**config.mk**
```make
export PLATFORM = sky130hd
export DESIGN_NAME = uart_top
export DESIGN_NICKNAME = d
export VERILOG_FILES = /design/src/uart_pkg.sv /design/src/uart_ifs.sv /design/src/uart_top.sv /design/src/uart_regs.sv /design/src/uart_tx.sv /design/src/uart_rx.sv
export VERILOG_INCLUDE_DIRS = /design/src
export SDC_FILE = /design/constraint.sdc
export NUM_CORES = 1
export LEC_CHECK = 0
export BUFFER_PORTS_ARGS = -buffer_cell sky130_fd_sc_hd__clkbuf_2
export CAP_MARGIN = 25
export CELL_PAD_IN_SITES_DETAIL_PLACEMENT = 0
export CELL_PAD_IN_SITES_GLOBAL_PLACEMENT = 1
export CORE_MARGIN = 5
export CORE_UTILIZATION = 40
export CTS_CLUSTER_SIZE = 16
export DETAILED_ROUTE_END_ITERATION = 10
export PLACE_DENSITY_LB_ADDON = 0.1
export SYNTH_ARGS = -nofsm -noshare
export SYNTH_HDL_FRONTEND = slang
export SYNTH_SLANG_ARGS = --single-unit
export TNS_END_PERCENT = 50
```
**constraint.sdc**
```tcl
create_clock -name clk -period 2.2 [get_ports clk]
set_input_delay 0.44 -clock clk [delete_from_list [all_inputs] [get_ports clk]]
set_output_delay 0.44 -clock clk [all_outputs]
set_load 0.05 [all_outputs]
```
**src/uart_macros.svh**
```systemverilog
// Compile-time constants for the 8N1 UART. Baud rate is fixed by UART_DIV_RATE;
// the divider counter width must hold UART_DIV_RATE.
`ifndef UART_MACROS_SVH
`define UART_MACROS_SVH

// clock cycles per bit minus one, 8 cycles per bit in simulation
`define UART_DIV_RATE 7
`define UART_DIV_CNT_W 4

// bit counter covers start, 8 data and stop
`define UART_BIT_CNT_W 4
`define UART_BIT_CNT_STOP 9

// byte width on host and serial side
`define UART_DATA_W 8

// line levels
`define UART_START_BIT 1'b0
`define UART_STOP_BIT 1'b1

// host register map, one address bit
`define UART_ADDR_STATUS 1'b0
`define UART_ADDR_DATA 1'b1

`endif
```
**src/uart_pkg.sv**
```systemverilog
// Host read word types. The reserved status bits always read as zero.
`include "uart_macros.svh"

package uart_pkg;

  // status register layout, rx_valid in the top bit
  typedef struct packed {
    logic       rx_valid;   // byte waiting in holding register
    logic       frame_err;  // sticky, stop bit sampled low
    logic       overrun;    // sticky, byte lost to a newer one
    logic       tx_busy;    // live transmitter state
    logic [3:0] zero;
  } uart_status_t;

  // read data is decoded by address as status or as the received byte
  typedef union packed {
    uart_status_t                status;
    logic [`UART_DATA_W-1:0]     rx_byte;
  } uart_rdata_u;

endpackage

```
**src/uart_ifs.sv**
```systemverilog
// Internal links between the register block and the serial engines.
// Both frame_end strobes and frame_err are single-cycle pulses.
`include "uart_macros.svh"

interface uart_tx_if;
  logic                    start;      // one-cycle launch pulse
  logic [`UART_DATA_W-1:0] data;       // captured by tx on start
  logic                    busy;
  logic                    frame_end;  // pulses as busy falls

  modport regs (
    output start,
    output data,
    input  busy,
    input  frame_end
  );

  modport tx (
    input  start,
    input  data,
    output busy,
    output frame_end
  );
endinterface

interface uart_rx_if;
  logic                    busy;
  logic                    frame_end;  // good stop bit, data valid
  logic [`UART_DATA_W-1:0] data;
  logic                    frame_err;  // stop bit low, data dropped

  modport rx (
    output busy,
    output frame_end,
    output data,
    output frame_err
  );

  modport regs (
    input busy,
    input frame_end,
    input data,
    input frame_err
  );
endinterface

```
**src/uart_top.sv**
```systemverilog
// UART peripheral top, 8N1 at a fixed divider. One received byte is held;
// a later byte overwrites it and flags overrun.

module uart_top (
  input  logic       clk,
  input  logic       reset,
  input  logic       req,
  input  logic       we,
  input  logic       addr,
  input  logic [7:0] wdata,
  output logic       ack,
  output logic [7:0] rdata,
  input  logic       rxd,
  output logic       txd
);

  uart_tx_if tx_bus ();
  uart_rx_if rx_bus ();

  uart_regs u_regs (
    .clk     (clk),
    .reset   (reset),
    .req     (req),
    .we      (we),
    .addr    (addr),
    .wdata   (wdata),
    .ack     (ack),
    .rdata   (rdata),  // union flattens to the plain byte
    .tx_port (tx_bus.regs),
    .rx_port (rx_bus.regs)
  );

  uart_tx u_tx (
    .clk     (clk),
    .reset   (reset),
    .tx_port (tx_bus.tx),
    .txd     (txd)
  );

  uart_rx u_rx (
    .clk     (clk),
    .reset   (reset),
    .rxd     (rxd),
    .rx_port (rx_bus.rx)
  );

endmodule

```
**src/uart_regs.sv**
```systemverilog
// Host register block on a four-phase req/ack bus. A data write while the
// transmitter is busy holds ack low until that frame ends.
`include "uart_macros.svh"

module uart_regs (
  input  logic                  clk,
  input  logic                  reset,
  input  logic                  req,
  input  logic                  we,
  input  logic                  addr,
  input  logic [7:0]            wdata,
  output logic                  ack,
  output uart_pkg::uart_rdata_u rdata,
  uart_tx_if.regs               tx_port,
  uart_rx_if.regs               rx_port
);
  import uart_pkg::*;

  localparam logic [1:0] ST_IDLE = 2'd0;
  localparam logic [1:0] ST_HOLD = 2'd1;  // data write waiting for tx
  localparam logic [1:0] ST_ACK  = 2'd2;  // ack high until req drops

  logic [1:0]              state;
  logic                    rx_valid;
  logic                    frame_err;
  logic                    overrun;
  logic [`UART_DATA_W-1:0] hold_byte;
  uart_status_t            status_now;
  logic                    tx_free;
  logic                    access;
  logic                    data_wr;
  logic                    data_rd;
  logic                    stat_rd;
  logic                    launch;

  assign access  = state == ST_IDLE && req;
  assign data_wr = access && we && addr == `UART_ADDR_DATA;
  assign data_rd = access && !we && addr == `UART_ADDR_DATA;
  assign stat_rd = access && !we && addr == `UART_ADDR_STATUS;
  assign tx_free = !tx_port.busy && !tx_port.start;  // start pending counts as busy
  assign launch  = (data_wr && tx_free) || (state == ST_HOLD && tx_port.frame_end);

  always_comb
  begin
    status_now           = '0;
    status_now.rx_valid  = rx_valid;
    status_now.frame_err = frame_err;
    status_now.overrun   = overrun;
    status_now.tx_busy   = tx_port.busy;  // live, not sticky
  end

  always_ff @(posedge clk or negedge reset)
  begin
    if (!reset)
    begin
      state         <= ST_IDLE;
      ack           <= 1'b0;
      rdata         <= '0;
      tx_port.start <= 1'b0;
    end
    else
    begin
      tx_port.start <= launch;
      case (state)
        ST_IDLE:
          if (req)
          begin
            if (data_wr && !tx_free)
              state <= ST_HOLD;
            else
            begin
              ack   <= 1'b1;  // status writes land here and do nothing
              state <= ST_ACK;
            end
            if (stat_rd)
              rdata.status <= status_now;
            else if (data_rd)
              rdata.rx_byte <= hold_byte;
          end
        ST_HOLD:
          if (tx_port.frame_end)
          begin
            ack   <= 1'b1;
            state <= ST_ACK;
          end
        ST_ACK:
          if (!req)
          begin
            ack   <= 1'b0;
            state <= ST_IDLE;
          end
        default:
          state <= ST_IDLE;
      endcase
    end
  end

  // new events win over a clearing read in the same cycle
  always_ff @(posedge clk or negedge reset)
  begin
    if (!reset)
    begin
      rx_valid  <= 1'b0;
      frame_err <= 1'b0;
      overrun   <= 1'b0;
    end
    else
    begin
      if (rx_port.frame_end)
        rx_valid <= 1'b1;
      else if (data_rd)
        rx_valid <= 1'b0;
      if (rx_port.frame_end && rx_valid && !data_rd)
        overrun <= 1'b1;  // older byte is overwritten
      else if (stat_rd)
        overrun <= 1'b0;
      if (rx_port.frame_err)
        frame_err <= 1'b1;
      else if (stat_rd)
        frame_err <= 1'b0;
    end
  end

  always_ff @(posedge clk)
  begin
    if (rx_port.frame_end)
      hold_byte <= rx_port.data;
    if (data_wr)
      tx_port.data <= wdata;  // stays put while held in ST_HOLD
  end

endmodule

```
**src/uart_tx.sv**
```systemverilog
// 8N1 transmitter. start is ignored while a frame is running; txd falls
// one cycle after start and busy covers exactly ten bit periods.
`include "uart_macros.svh"

module uart_tx (
  input  logic   clk,
  input  logic   reset,
  uart_tx_if.tx  tx_port,
  output logic   txd
);

  logic [`UART_DIV_CNT_W-1:0] div_cnt;
  logic [`UART_BIT_CNT_W-1:0] bit_cnt;
  logic [`UART_DATA_W+1:0]    frame_sr;  // stop, data, start

  assign txd = frame_sr[0];  // bit 0 is on the line

  always_ff @(posedge clk or negedge reset)
  begin
    if (!reset)
    begin
      frame_sr          <= '1;  // idle high
      div_cnt           <= `UART_DIV_CNT_W'(`UART_DIV_RATE);
      bit_cnt           <= '0;
      tx_port.busy      <= 1'b0;
      tx_port.frame_end <= 1'b0;
    end
    else
    begin
      tx_port.frame_end <= 1'b0;
      if (!tx_port.busy)
      begin
        if (tx_port.start)
        begin
          frame_sr     <= {`UART_STOP_BIT, tx_port.data, `UART_START_BIT};
          div_cnt      <= `UART_DIV_CNT_W'(`UART_DIV_RATE);
          bit_cnt      <= '0;
          tx_port.busy <= 1'b1;
        end
      end
      else if (div_cnt != '0)
        div_cnt <= div_cnt - 1'b1;
      else
      begin
        div_cnt  <= `UART_DIV_CNT_W'(`UART_DIV_RATE);
        frame_sr <= {`UART_STOP_BIT, frame_sr[`UART_DATA_W+1:1]};  // refill with idle level
        if (bit_cnt == `UART_BIT_CNT_W'(`UART_BIT_CNT_STOP))
        begin
          bit_cnt           <= '0;
          tx_port.busy      <= 1'b0;
          tx_port.frame_end <= 1'b1;  // same edge as busy falling
        end
        else
          bit_cnt <= bit_cnt + 1'b1;
      end
    end
  end

endmodule

```
**src/uart_rx.sv**
```systemverilog
// 8N1 receiver. Samples near mid-bit after a half-period start alignment;
// a start bit that is gone at mid-bit is treated as a glitch and ignored.
`include "uart_macros.svh"

module uart_rx (
  input  logic   clk,
  input  logic   reset,
  input  logic   rxd,
  uart_rx_if.rx  rx_port
);

  localparam logic ST_IDLE = 1'b0;
  localparam logic ST_RECV = 1'b1;

  logic                       state;
  logic [1:0]                 rxd_sync;  // two-flop synchronizer
  logic                       line;
  logic [`UART_DIV_CNT_W-1:0] div_cnt;
  logic [`UART_BIT_CNT_W-1:0] bit_cnt;
  logic                       bit_tick;
  logic                       data_bit;

  assign line     = rxd_sync[1];
  assign bit_tick = state == ST_RECV && div_cnt == '0;
  assign data_bit = bit_cnt != '0 && bit_cnt != `UART_BIT_CNT_W'(`UART_BIT_CNT_STOP);
  assign rx_port.busy = state == ST_RECV;

  always_ff @(posedge clk or negedge reset)
  begin
    if (!reset)
    begin
      rxd_sync          <= {2{`UART_STOP_BIT}};  // line idles high
      state             <= ST_IDLE;
      div_cnt           <= `UART_DIV_CNT_W'(`UART_DIV_RATE / 2);
      bit_cnt           <= '0;
      rx_port.frame_end <= 1'b0;
      rx_port.frame_err <= 1'b0;
    end
    else
    begin
      rxd_sync          <= {rxd_sync[0], rxd};
      rx_port.frame_end <= 1'b0;
      rx_port.frame_err <= 1'b0;
      if (state == ST_IDLE)
      begin
        if (line == `UART_START_BIT)
          state <= ST_RECV;  // half count already loaded
      end
      else if (!bit_tick)
        div_cnt <= div_cnt - 1'b1;
      else if (bit_cnt == '0 && line != `UART_START_BIT)
      begin
        state   <= ST_IDLE;  // glitch, not a start bit
        div_cnt <= `UART_DIV_CNT_W'(`UART_DIV_RATE / 2);
      end
      else if (bit_cnt == `UART_BIT_CNT_W'(`UART_BIT_CNT_STOP))
      begin
        state   <= ST_IDLE;
        bit_cnt <= '0;
        div_cnt <= `UART_DIV_CNT_W'(`UART_DIV_RATE / 2);
        if (line == `UART_STOP_BIT)
          rx_port.frame_end <= 1'b1;
        else
          rx_port.frame_err <= 1'b1;
      end
      else
      begin
        bit_cnt <= bit_cnt + 1'b1;
        div_cnt <= `UART_DIV_CNT_W'(`UART_DIV_RATE);
      end
    end
  end

  // shift register, LSB arrives first
  always_ff @(posedge clk)
  begin
    if (bit_tick && data_bit)
      rx_port.data <= {line, rx_port.data[`UART_DATA_W-1:1]};
  end

endmodule

```
# Word-level counts from Yosys, hierarchy flattened
# Index checks and enable logic that the tools add are counted.
# word_totals
out_inout_bits	10
register_bits	72
word_cells	127
# op_classes
reduce_logical	38
addsub	4
n_eq_ne	10
mux	52
bitwise_logic	2
# op_table
operator	n
$mux W4	10
$mux W1	30
$mux W10	3
$logic_and A1 B1 Y1	16
$mux W8	2
$reduce_bool A2 Y1	5
$reduce_and A3 Y1	3
$add A4 B1 Y4 const B	2
$eq A4 B4 Y1 const B	2
$logic_not A4 Y1	2
$mux W2	4
$ne A2 B2 Y1 const B	4
$reduce_bool A4 Y1	2
$sub A4 B1 Y4 const B	2
$pmux W2 S3	1
$logic_not A1 Y1	5
$reduce_and A5 Y1	1
$ne A4 B4 Y1 const B	1
$mux W3	1
$pmux W1 S3	1
$reduce_bool A3 Y1	1
$eq A2 B1 Y1 const B	1
$eq A2 B2 Y1 const B	1
$logic_not A2 Y1	1
other kinds (4)	5

# Depth between registers and ports, before layout
# Gate-level depths: netlist (run 1).
# depth
depth_word	8
depth_mapped	6
depth_no_buf	5

# By module
# A second synthesis (run 1) with hierarchy kept.
# hier_totals
hier_cells	228
area_unflattened_um2	3029.2
# modules_own_cells
mod	instances	area_per_inst_um2	cells_each
uart_regs	1	1163.6	80
uart_tx	1	978.4	78
uart_rx	1	887.1	70

# Worst setup path after synthesis (run 1)
# Ideal clock, no wire load.
# synth_path
path_kind	register to register
start	register u_rx.div_cnt[0]
end	register u_rx.rx_port.data[0], enable pin
path_slack_ps	532
path_buffers	0
stages_incl_launch_ff	5
t_arrival_ps	1293
setup_ps	375
cell_sequence	dfstp_2 inv_1 ha_1 nand4bb_1 a21oi_1
# synth_via
elab_chain_len	3
# synth_rtl
element	line	rtl
start: declaration	uart_rx.sv:18	logic [`UART_DIV_CNT_W-1:0] div_cnt;
start signal: assignment	uart_rx.sv:34	div_cnt <= `UART_DIV_CNT_W'(`UART_DIV_RATE / 2);
start signal: assignment	uart_rx.sv:50	div_cnt <= div_cnt - 1'b1;
start signal: assignment	uart_rx.sv:54	div_cnt <= `UART_DIV_CNT_W'(`UART_DIV_RATE / 2);
$logic_not A4 Y1	uart_rx.sv:24	assign bit_tick = state == ST_RECV && div_cnt == '0;
$logic_and A1 B1 Y1	uart_rx.sv:24	
$logic_and A1 B1 Y1	uart_rx.sv:77	if (bit_tick && data_bit)
end signal: assignment	uart_rx.sv:78	rx_port.data <= {line, rx_port.data[`UART_DATA_W-1:1]};
end: declaration	uart_ifs.sv:35	output data,
# Every way passes these cells.
# A chain may end at the register's enable or synchronous reset.

# Final worst setup path (run 1)
# layout_path
start	register u_tx.div_cnt[0]
end	register u_tx.frame_sr[6]
# layout_via
elab_chain_len	3
# layout_rtl
element	line	rtl
start: declaration	uart_tx.sv:12	logic [`UART_DIV_CNT_W-1:0] div_cnt;
start signal: assignment	uart_tx.sv:23	div_cnt <= `UART_DIV_CNT_W'(`UART_DIV_RATE);
start signal: assignment	uart_tx.sv:36	div_cnt <= `UART_DIV_CNT_W'(`UART_DIV_RATE);
start signal: assignment	uart_tx.sv:42	div_cnt <= div_cnt - 1'b1;
$reduce_bool A4 Y1	uart_tx.sv:41	else if (div_cnt != '0)
$ne A2 B2 Y1 (no source line)	-	
$reduce_and A2 Y1 (no source line)	-	
end signal: assignment	uart_tx.sv:35	frame_sr <= {`UART_STOP_BIT, tx_port.data, `UART_START_BIT};
end signal: assignment	uart_tx.sv:46	frame_sr <= {`UART_STOP_BIT, frame_sr[`UART_DATA_W+1:1]};
end: declaration	uart_tx.sv:14	logic [`UART_DATA_W+1:0] frame_sr;
# Every way passes these cells.

==> results.yml, run 1 <==
placement:
  io_buffers: 23
  globalplace.congestion: 0.739
  post-dp-hpwl_um: 3470
synth:
  ys_dominant_reg_cell: "dfrtp_1"
  synth_edf_count: 24
  synth_seq_area_share_pct: 63.1
  yosysTopAreaCell: "dfrtp_1"
  netlist_top_cells_area: "dfrtp_1, edfxtp_1, dfstp_2"
  synth_top_area_share_pct: 25.5
  yosys_warnings: 0
  netlist_area_um2: 3040
  synth_area_per_cell_um2: 12.7
  synth.distinct_cells: 50
  async_flop_share_pct: 66.2
  synth_nets: 261
  ys_ff_latch: 71
  syn_inst: 239
cells_and_area:
  layout_common_cells: "dfrtp_1, edfxtp_1, clkbuf_2"
  drive_gt1_share_pct: 26.9
  area_growth_pct: 14.8
  finish.net_count: 292
  num_antenna_cells: 0
  fillers: 682
  final_common_cell: "dfrtp_1"
floorplanning:
  dieArea_um2: 9440
  initial_core_util_pct: 41.4
  coreArea_um2: 7330
  fp.dieW_um: 97.2
  ioPinCount: 24
  die_height_um: 97.2
  rows: 31
timing:
  rsz0062_at_grt: "false"
  finalMaxSlewViolations: 0
  period_share_pct: 77.0
  timing.fmax_ghz: 0.591
  final-setup-viol-count: 0
  finClkSkew_ns: 0.0126
  slew-limit-headroom_pct: 62.1
  finalHoldWorstSlack_ns: 0.0724
  hold_viol: 0
  setup_tns_ns: 0
  tightest_slew_ns: 0.568
  finalCriticalPeriod_ns: 1.69
detailed_routing:
  drt-total-wl_um: 5050
  first_pass_iters: 4
  drtIter0Drc: 73
  antenna_left: 0
  wl_per_cell_um: 13.5
  vias: 1831
  routed_via_density: 4.90
  drcViolationCount: 0
power:
  ir_drop_uv: 543
  power.internal_mw: 3.04
  power.switching_mw: 1.64
  seqPwrFrac_pct: 45.7
  power_leakage_nw: 1.50
  combPwrFrac_pct: 30.1
  power_frac_clock_pct: 24.2
  swShare_pct: 35.1
  pwr_density_cell_nw_per_um2: 1340
worst_setup_path:
  endpoint_kind: "flip-flop"
  crit_start: "u_tx.div_cnt[0]$_DFFE_PN1N_"
  r2r_slack_ns: 0.51
  r2r_start: "u_tx.div_cnt[0]$_DFFE_PN1N_"
  path_class: "flip-flop to flip-flop"
  r2r_cells: 5
  worstPathRequired_ns: 2.44
  reg2reg_to: "u_tx.frame_sr[6]$_DFFE_PN1P_"
  path_max_fanout: 7
  cp-endpoint: "u_tx.frame_sr[6]$_DFFE_PN1P_"
  start_kind: "flip-flop"
  arrival_ns: 1.94
cts:
  clkLatencyLatePin_ns: 0.34
  root_buffer: "clkbuf_8"
  cts_made_buffers: 9
  cts.path.max_buffers: 2
  cts_setup_buffers: 0
  htreeDepth: 3
  clk_pin_slew_ns: 0.08
  cts_hold_buffers: 0
  cts.sinks: 71
  tritoncts: "done"
  cts.repair.resized: 0
hold_path:
  worst_hold_path_type: "input pin to asynchronous set/reset pin"
global_route:
  grt.overflow.total: 0
  antenna_found_initial: 0
  grt_first_pass_wirelength_um: 9070
  gr-usage-all-layers_pct: 11.9
  grt_pass1_vias: 1821
  grt_max_degree: 23
outcome:
  outcome: "finished, final reports clean"
run:
  max_cap_violations: 0
-- critical path, stage by stage (launching register included) --
cell       delay [ns]
dfstp_2          0.55
inv_1            0.05
ha_1             0.26
nand4bb_1        0.24
and2_0           0.35
o21ai_0          0.15
-- layer usage --
metal  vias to the layer above  global-route usage, %  wire length (um)
met5                         -                      0                 0
met1                       872                   17.6              2700
li1                        917                      -                 -
met3                         7                   3.52               215
met2                        35                   15.2              2060
met4                         0                   6.48                76
-- power by group through the flow --
stage               logic [mW]  registers (mW)  clock network (mW)
global placement          1.41            2.16                   0
CTS                       1.43            2.14                1.18
detailed placement        1.43            2.16                   0
floorplan                0.929            2.32                   0
global route              1.58            2.20                1.25
finish                    1.41            2.14                1.13
-- registers in the layout, summed over array words and instances, names as in the netlist, 4 cells and up --
signal and flops:
u_rx.div_cnt 4, u_regs.tx_port.data 8, u_tx.frame_sr 9, u_rx.bit_cnt 4, u_tx.bit_cnt 4, u_regs.rdata 8
u_tx.div_cnt 4, u_rx.rx_port.data 8, u_regs.hold_byte 8
-- logic make-up (layout without fill, tap and decap cells) --
group,Yosys count,in the layout,share of synthesized area [%]
xor gates and xnor gates,4,4,1.15
buffers and inverters,22,58,3.46
and+or+nand+nor,69,69,13.0
AOI/OAI and AO/OA,47,47,9.72
muxes,18,18,6.30
DFF,71,71,63.1
adders and majority gates,8,8,3.30
-- worst min path at each step --
stage | to | slack, ns
floorplan | u_regs.ack$_DFFE_PN0P_ | 0.14
CTS | u_regs.rdata[0]$_DFFE_PN0P_ | 0.09
global placement | u_rx.rxd_sync[1]$_DFF_PN1_ | 0.35
finish | u_regs.rdata[0]$_DFFE_PN0P_ | 0.07
global route | u_regs.rdata[0]$_DFFE_PN0P_ | 0.12
detailed placement | u_rx.rxd_sync[1]$_DFF_PN1_ | 0.35
-- synthesized netlist by cell type (all sizes together), types with 2 or more instances --
| library cell | count |
|---|---|
| nand3 | 10 |
| and2 | 2 |
| a21oi | 7 |
| nand4 | 2 |
| nor3 | 2 |
| nand3b | 4 |
| dfstp | 16 |
| a211oi | 2 |
| dfrtp | 31 |
| and4bb | 2 |
| mux2i | 12 |
| edfxtp | 24 |
| xnor2 | 4 |
| a31oi | 2 |
| a22o | 4 |
| nand2 | 19 |
| o21ai | 20 |
| inv | 13 |
| nand4b | 2 |
| nor2 | 14 |
| ha | 8 |
| mux2 | 6 |
| nand2b | 4 |
| nand4bb | 2 |
| buf | 9 |
-- per-stage QoR --
stage	util, %	cells	cell area (um^2)	power [mW]	setup WS [ns]
floorplan	-	239	3040	3.25	0.532
global placement	44.5	358	3270	3.57	0.553
detailed placement	44.5	358	3270	3.59	0.519
CTS	47.6	374	3490	4.75	0.490
global route	47.6	374	3490	5.03	0.374
finish	47.6	374	3490	4.68	0.507
-- area by class of cell --
type	instances	area, um^2	share of cell area (%)
clock buffer	9	124	3.55
clock inverter	7	97.6	2.80
sequential	71	1920	55.0
tap	99	124	3.55
multi-input combinational	146	1020	29.1
inverter	13	48.8	1.40
timing repair buffer	29	160	4.59
Note: power is estimated with default switching activity, not from simulation.
==> inputs of run 2 (changes only) <==
ABC_AREA = 1   (was default)
clock period = 1.54 ns   (was 2.2 ns; I/O delays follow)
==> run 2 against run 1 <==
Sequential cell count is the same; via count grew 14%; global-route usage grew 1.4 points; count of clock-buffer cells in the layout grew 1; critical endpoint is now txd; critical path type is now flip-flop to primary output; sequential share of layout area shrank 2.9 points; register-to-register slack lost 0.39 ns; clock skew shrank 0.0035 ns; routed wire length grew 12%; cell area grew 5.5%.
==> results.yml, run 2 <==
outcome:
  outcome: "finished, final reports clean"
worst_setup_path:
  slowest_delay_ns: 0.53
  start_kind: "flip-flop"
  path_max_fanout: 2
  critPathBufInv: 1
  r2r_slack_ns: 0.12
  path_cells: "clkbuf_2"
  worst_path_max_delay_cell: "dfstp_2"
  crit_start: "u_tx.frame_sr[0]$_DFFE_PN1P_"
  critPathTopFamily: "flip-flops"
  arrival_ns: 1.14
  r2r_start: "u_tx.div_cnt[0]$_DFFE_PN1N_"
  endpoint_kind: "primary output"
  worstPathRequired_ns: 1.23
  path_class: "flip-flop to primary output"
cts:
  clk_pin_slew_ns: 0.08
  tritoncts: "done"
  cts.path.max_buffers: 2
  cts_made_buffers: 9
  cts.sinks: 71
  clkLatencyLatePin_ns: 0.34
  root_buffer: "clkbuf_8"
  htreeDepth: 3
floorplanning:
  rows: 31
  ioPinCount: 24
  dieArea_um2: 9430
  fp.dieW_um: 97.1
  coreArea_um2: 7330
  die_height_um: 97.1
  initial_core_util_pct: 41.4
cells_and_area:
  largest_reg_flops: 9
  fillers: 710
  area_growth_pct: 21.3
  regMostFlops: "u_tx.frame_sr"
  final_common_cell: "nand2_1"
  finish.net_count: 383
  num_antenna_cells: 0
  finalInstanceArea_um2: 3680
  drive_gt1_share_pct: 26.8
  layout_common_cells: "nand2_1, dfrtp_1, inv_1"
power:
  ir_drop_uv: 708
  power_leakage_nw: 1.74
  pwr_density_cell_nw_per_um2: 1820
synth:
  netlist_top_cells_area: "dfrtp_1, edfxtp_1, nand2_1"
  syn_inst: 305
  post-synth-top-count-cell: "nand2_1"
  synth_nets: 327
  synth_top_area_share_pct: 25.6
  synth_commonest_cells: "nand2_1, dfrtp_1, inv_1"
  netlist_area_um2: 3030
  ys_ff_latch: 71
  synth.distinct_cells: 31
  ys_dominant_reg_cell: "dfrtp_1"
  synth_area_per_cell_um2: 9.95
  synth_edf_count: 24
  yosysTopAreaCell: "dfrtp_1"
  synth_seq_area_share_pct: 63.2
  yosys_warnings: 0
  async_flop_share_pct: 66.2
timing:
  tightest_slew_ns: 0.411
  finalMaxSlewViolations: 0
  period_share_pct: 93.9
  setup_tns_ns: 0
  slew-limit-headroom_pct: 72.6
  finClkSkew_ns: 0.00907
  timing.fmax_ghz: 0.692
  final-setup-viol-count: 0
  finalCriticalPeriod_ns: 1.45
  rsz0062_at_grt: "true"
  hold_viol: 0
detailed_routing:
  drtIter0Drc: 106
  first_pass_iters: 6
  drt-total-wl_um: 5660
  vias: 2094
  drcViolationCount: 0
  wl_per_cell_um: 12.2
  routed_via_density: 4.50
  antenna_left: 0
placement:
  post-dp-hpwl_um: 3990
  globalplace.congestion: 0.722
  place_area_um2: 3440
  io_buffers: 23
global_route:
  grt_max_degree: 48
  grt.overflow.total: 0
  grt_pass1_vias: 2066
  grt_first_pass_wirelength_um: 9980
  antenna_found_initial: 0
  gr-usage-all-layers_pct: 13.3
hold_path:
  hp-start: "rxd"
  worst_hold_path_type: "input pin to flip-flop"
run:
  max_cap_violations: 0
[run 2: routing by layer]
metal  global-route usage [%]  share of wire (%)  up-vias
met5                        0                  0        -
met4                     4.43                1.3        0
met3                     4.95                4.6        7
met2                     19.8                 45       39
met1                     17.9                 49      960
li1                         -                  -     1088
[run 2: what timing repair did]
action | CTS | global route
gates resized for setup | 1 | 7
hold endpoints to repair | 31 | 0
setup endpoints to repair | 8 | 29
hold buffers | 1 | 0
buffers inserted | 0 | 2
pin swaps | 0 | 1
[run 2: power by group]
part,switching (mW),internal (mW),leakage (nW)
logic,1.62,0.959,0.872
registers,0.256,2.52,0.785
clock network,0.707,0.633,0.0849
total,2.58,4.11,1.74
[run 2: final cells by class]
class	count	area (um^2)	share of cell area (%)
flip-flops and latches	71	1920	52.1
multi-input cells	202	1020	27.7
repair buffers	47	323	8.77
clock inverters	6	45.0	1.22
inverters	30	115	3.13
well taps	99	124	3.37
clock buffers	10	138	3.74
[run 2: logic make-up (layout without fill, tap and decap cells)]
group | Yosys count | after routing | synth area share [%]
buffers and inverters | 32 | 93 | 4.33
adder cells (fa/ha/maj) | 8 | 8 | 3.30
flip-flops | 71 | 71 | 63.2
AO/OA/AOI/OAI | 24 | 24 | 4.62
XOR/XNOR | 4 | 4 | 1.15
AND/OR/NAND/NOR | 166 | 166 | 23.4
[run 2: final timing paths]
| path | to | cells after the start |
|---|---|---|
| worst min-delay path | u_rx.rxd_sync[0]$_DFF_PN1_ | 1 |
| worst min register to register | u_rx.rxd_sync[1]$_DFF_PN1_ | 0 |
| worst max register to register | u_tx.bit_cnt[3]$_DFFE_PN0P_ | 7 |
| worst max-delay path | txd | 1 |
| max in group asynchronous | u_rx.rxd_sync[0]$_DFF_PN1_ | 3 |
| min in group asynchronous | u_tx.div_cnt[3]$_DFFE_PN0N_ | 3 |
[run 2: through the flow]
step                instances  setup WS (ns)  util (%)  total power, mW  hold slack (ns)
floorplan                 305         0.0111         -             4.49           0.0124
global placement          446        -0.0274      46.9             5.28            0.323
detailed placement        446        -0.0894      46.9             5.31            0.325
CTS                       463         0.0344      49.5             6.69           0.0238
global route              465        -0.0113      50.2             7.25           0.0205
finish                    465         0.0944      50.2             6.69           0.0406
==> inputs of run 3 (changes only) <==
CORE_MARGIN = 8   (was 5)
==> run 3 against run 2 <==
Setup slack worse by 0.014 ns; power up 2.8%; maximum frequency down 0.99%; sequential cell count unchanged; die area up 13%; clock power up 26%; clock skew down 0.0021 ns; utilization about the same; non-clock buffer count down 7; critical endpoint unchanged; largest power group unchanged; highest routed layer unchanged.
==> results.yml, run 3 (synthesis gave the netlist of run 2 again) <==
outcome:
  outcome: "finished, final reports clean"
cts:
  clkLatencyLatePin_ns: 0.35
  tritoncts: "done"
  cts_setup_buffers: 0
  htreeDepth: 3
  root_buffer: "clkbuf_8"
  cts.path.max_buffers: 2
  cts.sinks: 71
  cts_made_buffers: 9
  clk_pin_slew_ns: 0.08
timing:
  layout_setup_ws_ns: 0.0800
  hold_viol: 0
  finalHoldWorstSlack_ns: 0.133
  finClkSkew_ns: 0.00697
  period_share_pct: 94.8
  finalMaxSlewViolations: 0
  final-setup-viol-count: 0
  finalCriticalPeriod_ns: 1.46
  tightest_slew_ns: 0.403
  timing.fmax_ghz: 0.685
  setup_tns_ns: 0
  rsz0062_at_grt: "false"
  slew-limit-headroom_pct: 73.1
power:
  pwr_density_cell_nw_per_um2: 1880
  ir_drop_uv: 554
  swShare_pct: 37.8
  power.internal_mw: 4.27
  power_leakage_nw: 1.73
  combPwrFrac_pct: 34.5
  seqPwrFrac_pct: 40.9
  power_frac_clock_pct: 24.6
  power.switching_mw: 2.60
  power_mw: 6.88
floorplanning:
  initial_core_util_pct: 41.6
  dieArea_um2: 10600
  ioPinCount: 24
  coreArea_um2: 7290
  die_height_um: 103
  fp.dieW_um: 103
  rows: 31
cells_and_area:
  num_antenna_cells: 0
  fillers: 713
  final_util_pct: 50.2
  finish.net_count: 376
  final_common_cell: "nand2_1"
  area_growth_pct: 20.7
  finalInstanceArea_um2: 3660
  largest_reg_flops: 9
  drive_gt1_share_pct: 25.6
  layout_common_cells: "nand2_1, dfrtp_1, inv_1"
  regMostFlops: "u_tx.frame_sr"
  final-instance-count-excl-fill: 458
detailed_routing:
  drcViolationCount: 0
  first_pass_iters: 4
  drtIter0Drc: 60
  drt-total-wl_um: 5720
  wl_per_cell_um: 12.5
  antenna_left: 0
  routed_via_density: 4.57
  vias: 2094
placement:
  place_area_um2: 3390
  dp_slack_ns: -0.0789
  io_buffers: 23
  place_inst: 440
  globalplace.congestion: 0.822
  post-dp-hpwl_um: 4120
worst_setup_path:
  start_kind: "flip-flop"
  path_max_fanout: 2
  r2r_start: "u_rx.div_cnt[0]$_DFFE_PN1P_"
  arrival_ns: 1.15
  endpoint_kind: "primary output"
  critPathTopFamily: "flip-flops"
  path_cells: "clkbuf_2"
  worst_path_max_delay_cell: "dfstp_2"
  path_class: "flip-flop to primary output"
  worstPathRequired_ns: 1.23
  crit_start: "u_tx.frame_sr[0]$_DFFE_PN1P_"
  slowest_delay_ns: 0.54
  critPathBufInv: 1
global_route:
  antenna_found_initial: 0
  grt_max_degree: 38
  gr-usage-all-layers_pct: 12.6
  grt_first_pass_wirelength_um: 10100
  grt.overflow.total: 0
  grt_pass1_vias: 2107
hold_path:
  worst_hold_path_type: "input pin to flip-flop"
  hp-start: "wdata[4]"
run:
  max_cap_violations: 0
[run 3: changes by cell type in the layout (fill, tap and decap cells not counted), moves of 2 or more]
cell,change
buf_4,-8
clkinvlp_4,-3
nand2_2,+2
nand2_1,-2
inv_6,+2
bufinv_16,+2
[run 3: path summary, 6_finish.rpt]
kind | depth (start not counted) | endpoint | slack, ns
max in group asynchronous | 3 | u_tx.frame_sr[5]$_DFFE_PN1P_ | 0.58
min in group asynchronous | 2 | u_tx.div_cnt[3]$_DFFE_PN0N_ | 0.39
hold reg to reg | 0 | u_rx.rxd_sync[1]$_DFF_PN1_ | 0.36
setup / recovery | 1 | txd | 0.08
hold / removal | 1 | u_regs.tx_port.data[4]$_DFFE_PP_ | 0.13
setup reg to reg | 4 | u_rx.rx_port.data[0]$_DFFE_PP_ | 0.12
[run 3: what timing repair did]
action	CTS	global route
hold endpoints to repair	4	1
gates cloned	0	0
endpoints found under the setup margin	8	26
hold buffers	1	1
resized for setup	1	6
[run 3: layout make-up]
type                       instances  area [um^2]  area share, %
clock inverter                     7          104           2.84
clock buffer                       9          124           3.38
sequential                        71         1920           52.3
multi-input combinational        202         1010           27.5
inverter                          30          113           3.07
tap                               99          124           3.38
timing repair buffer              40          273           7.45
[run 3: power groups by stage]
stage	sequential (mW)	clock [mW]	combinational (mW)
6_report	2.81	1.69	2.37
4_1_cts	2.81	1.76	2.37
5_1_grt	2.87	1.84	2.72
3_3_place_gp	2.84	0	2.35
3_5_place_dp	2.84	0	2.35
2_1_floorplan	3.19	0	1.31
[run 3: per-layer routing]
metal | global-route usage (%) | routed length [um] | vias to the layer above
met5 | 0 | 0 | -
met4 | 7.01 | 119 | 0
met3 | 4.12 | 264 | 9
met2 | 18.0 | 2380 | 30
met1 | 16.5 | 2960 | 974
li1 | - | - | 1081
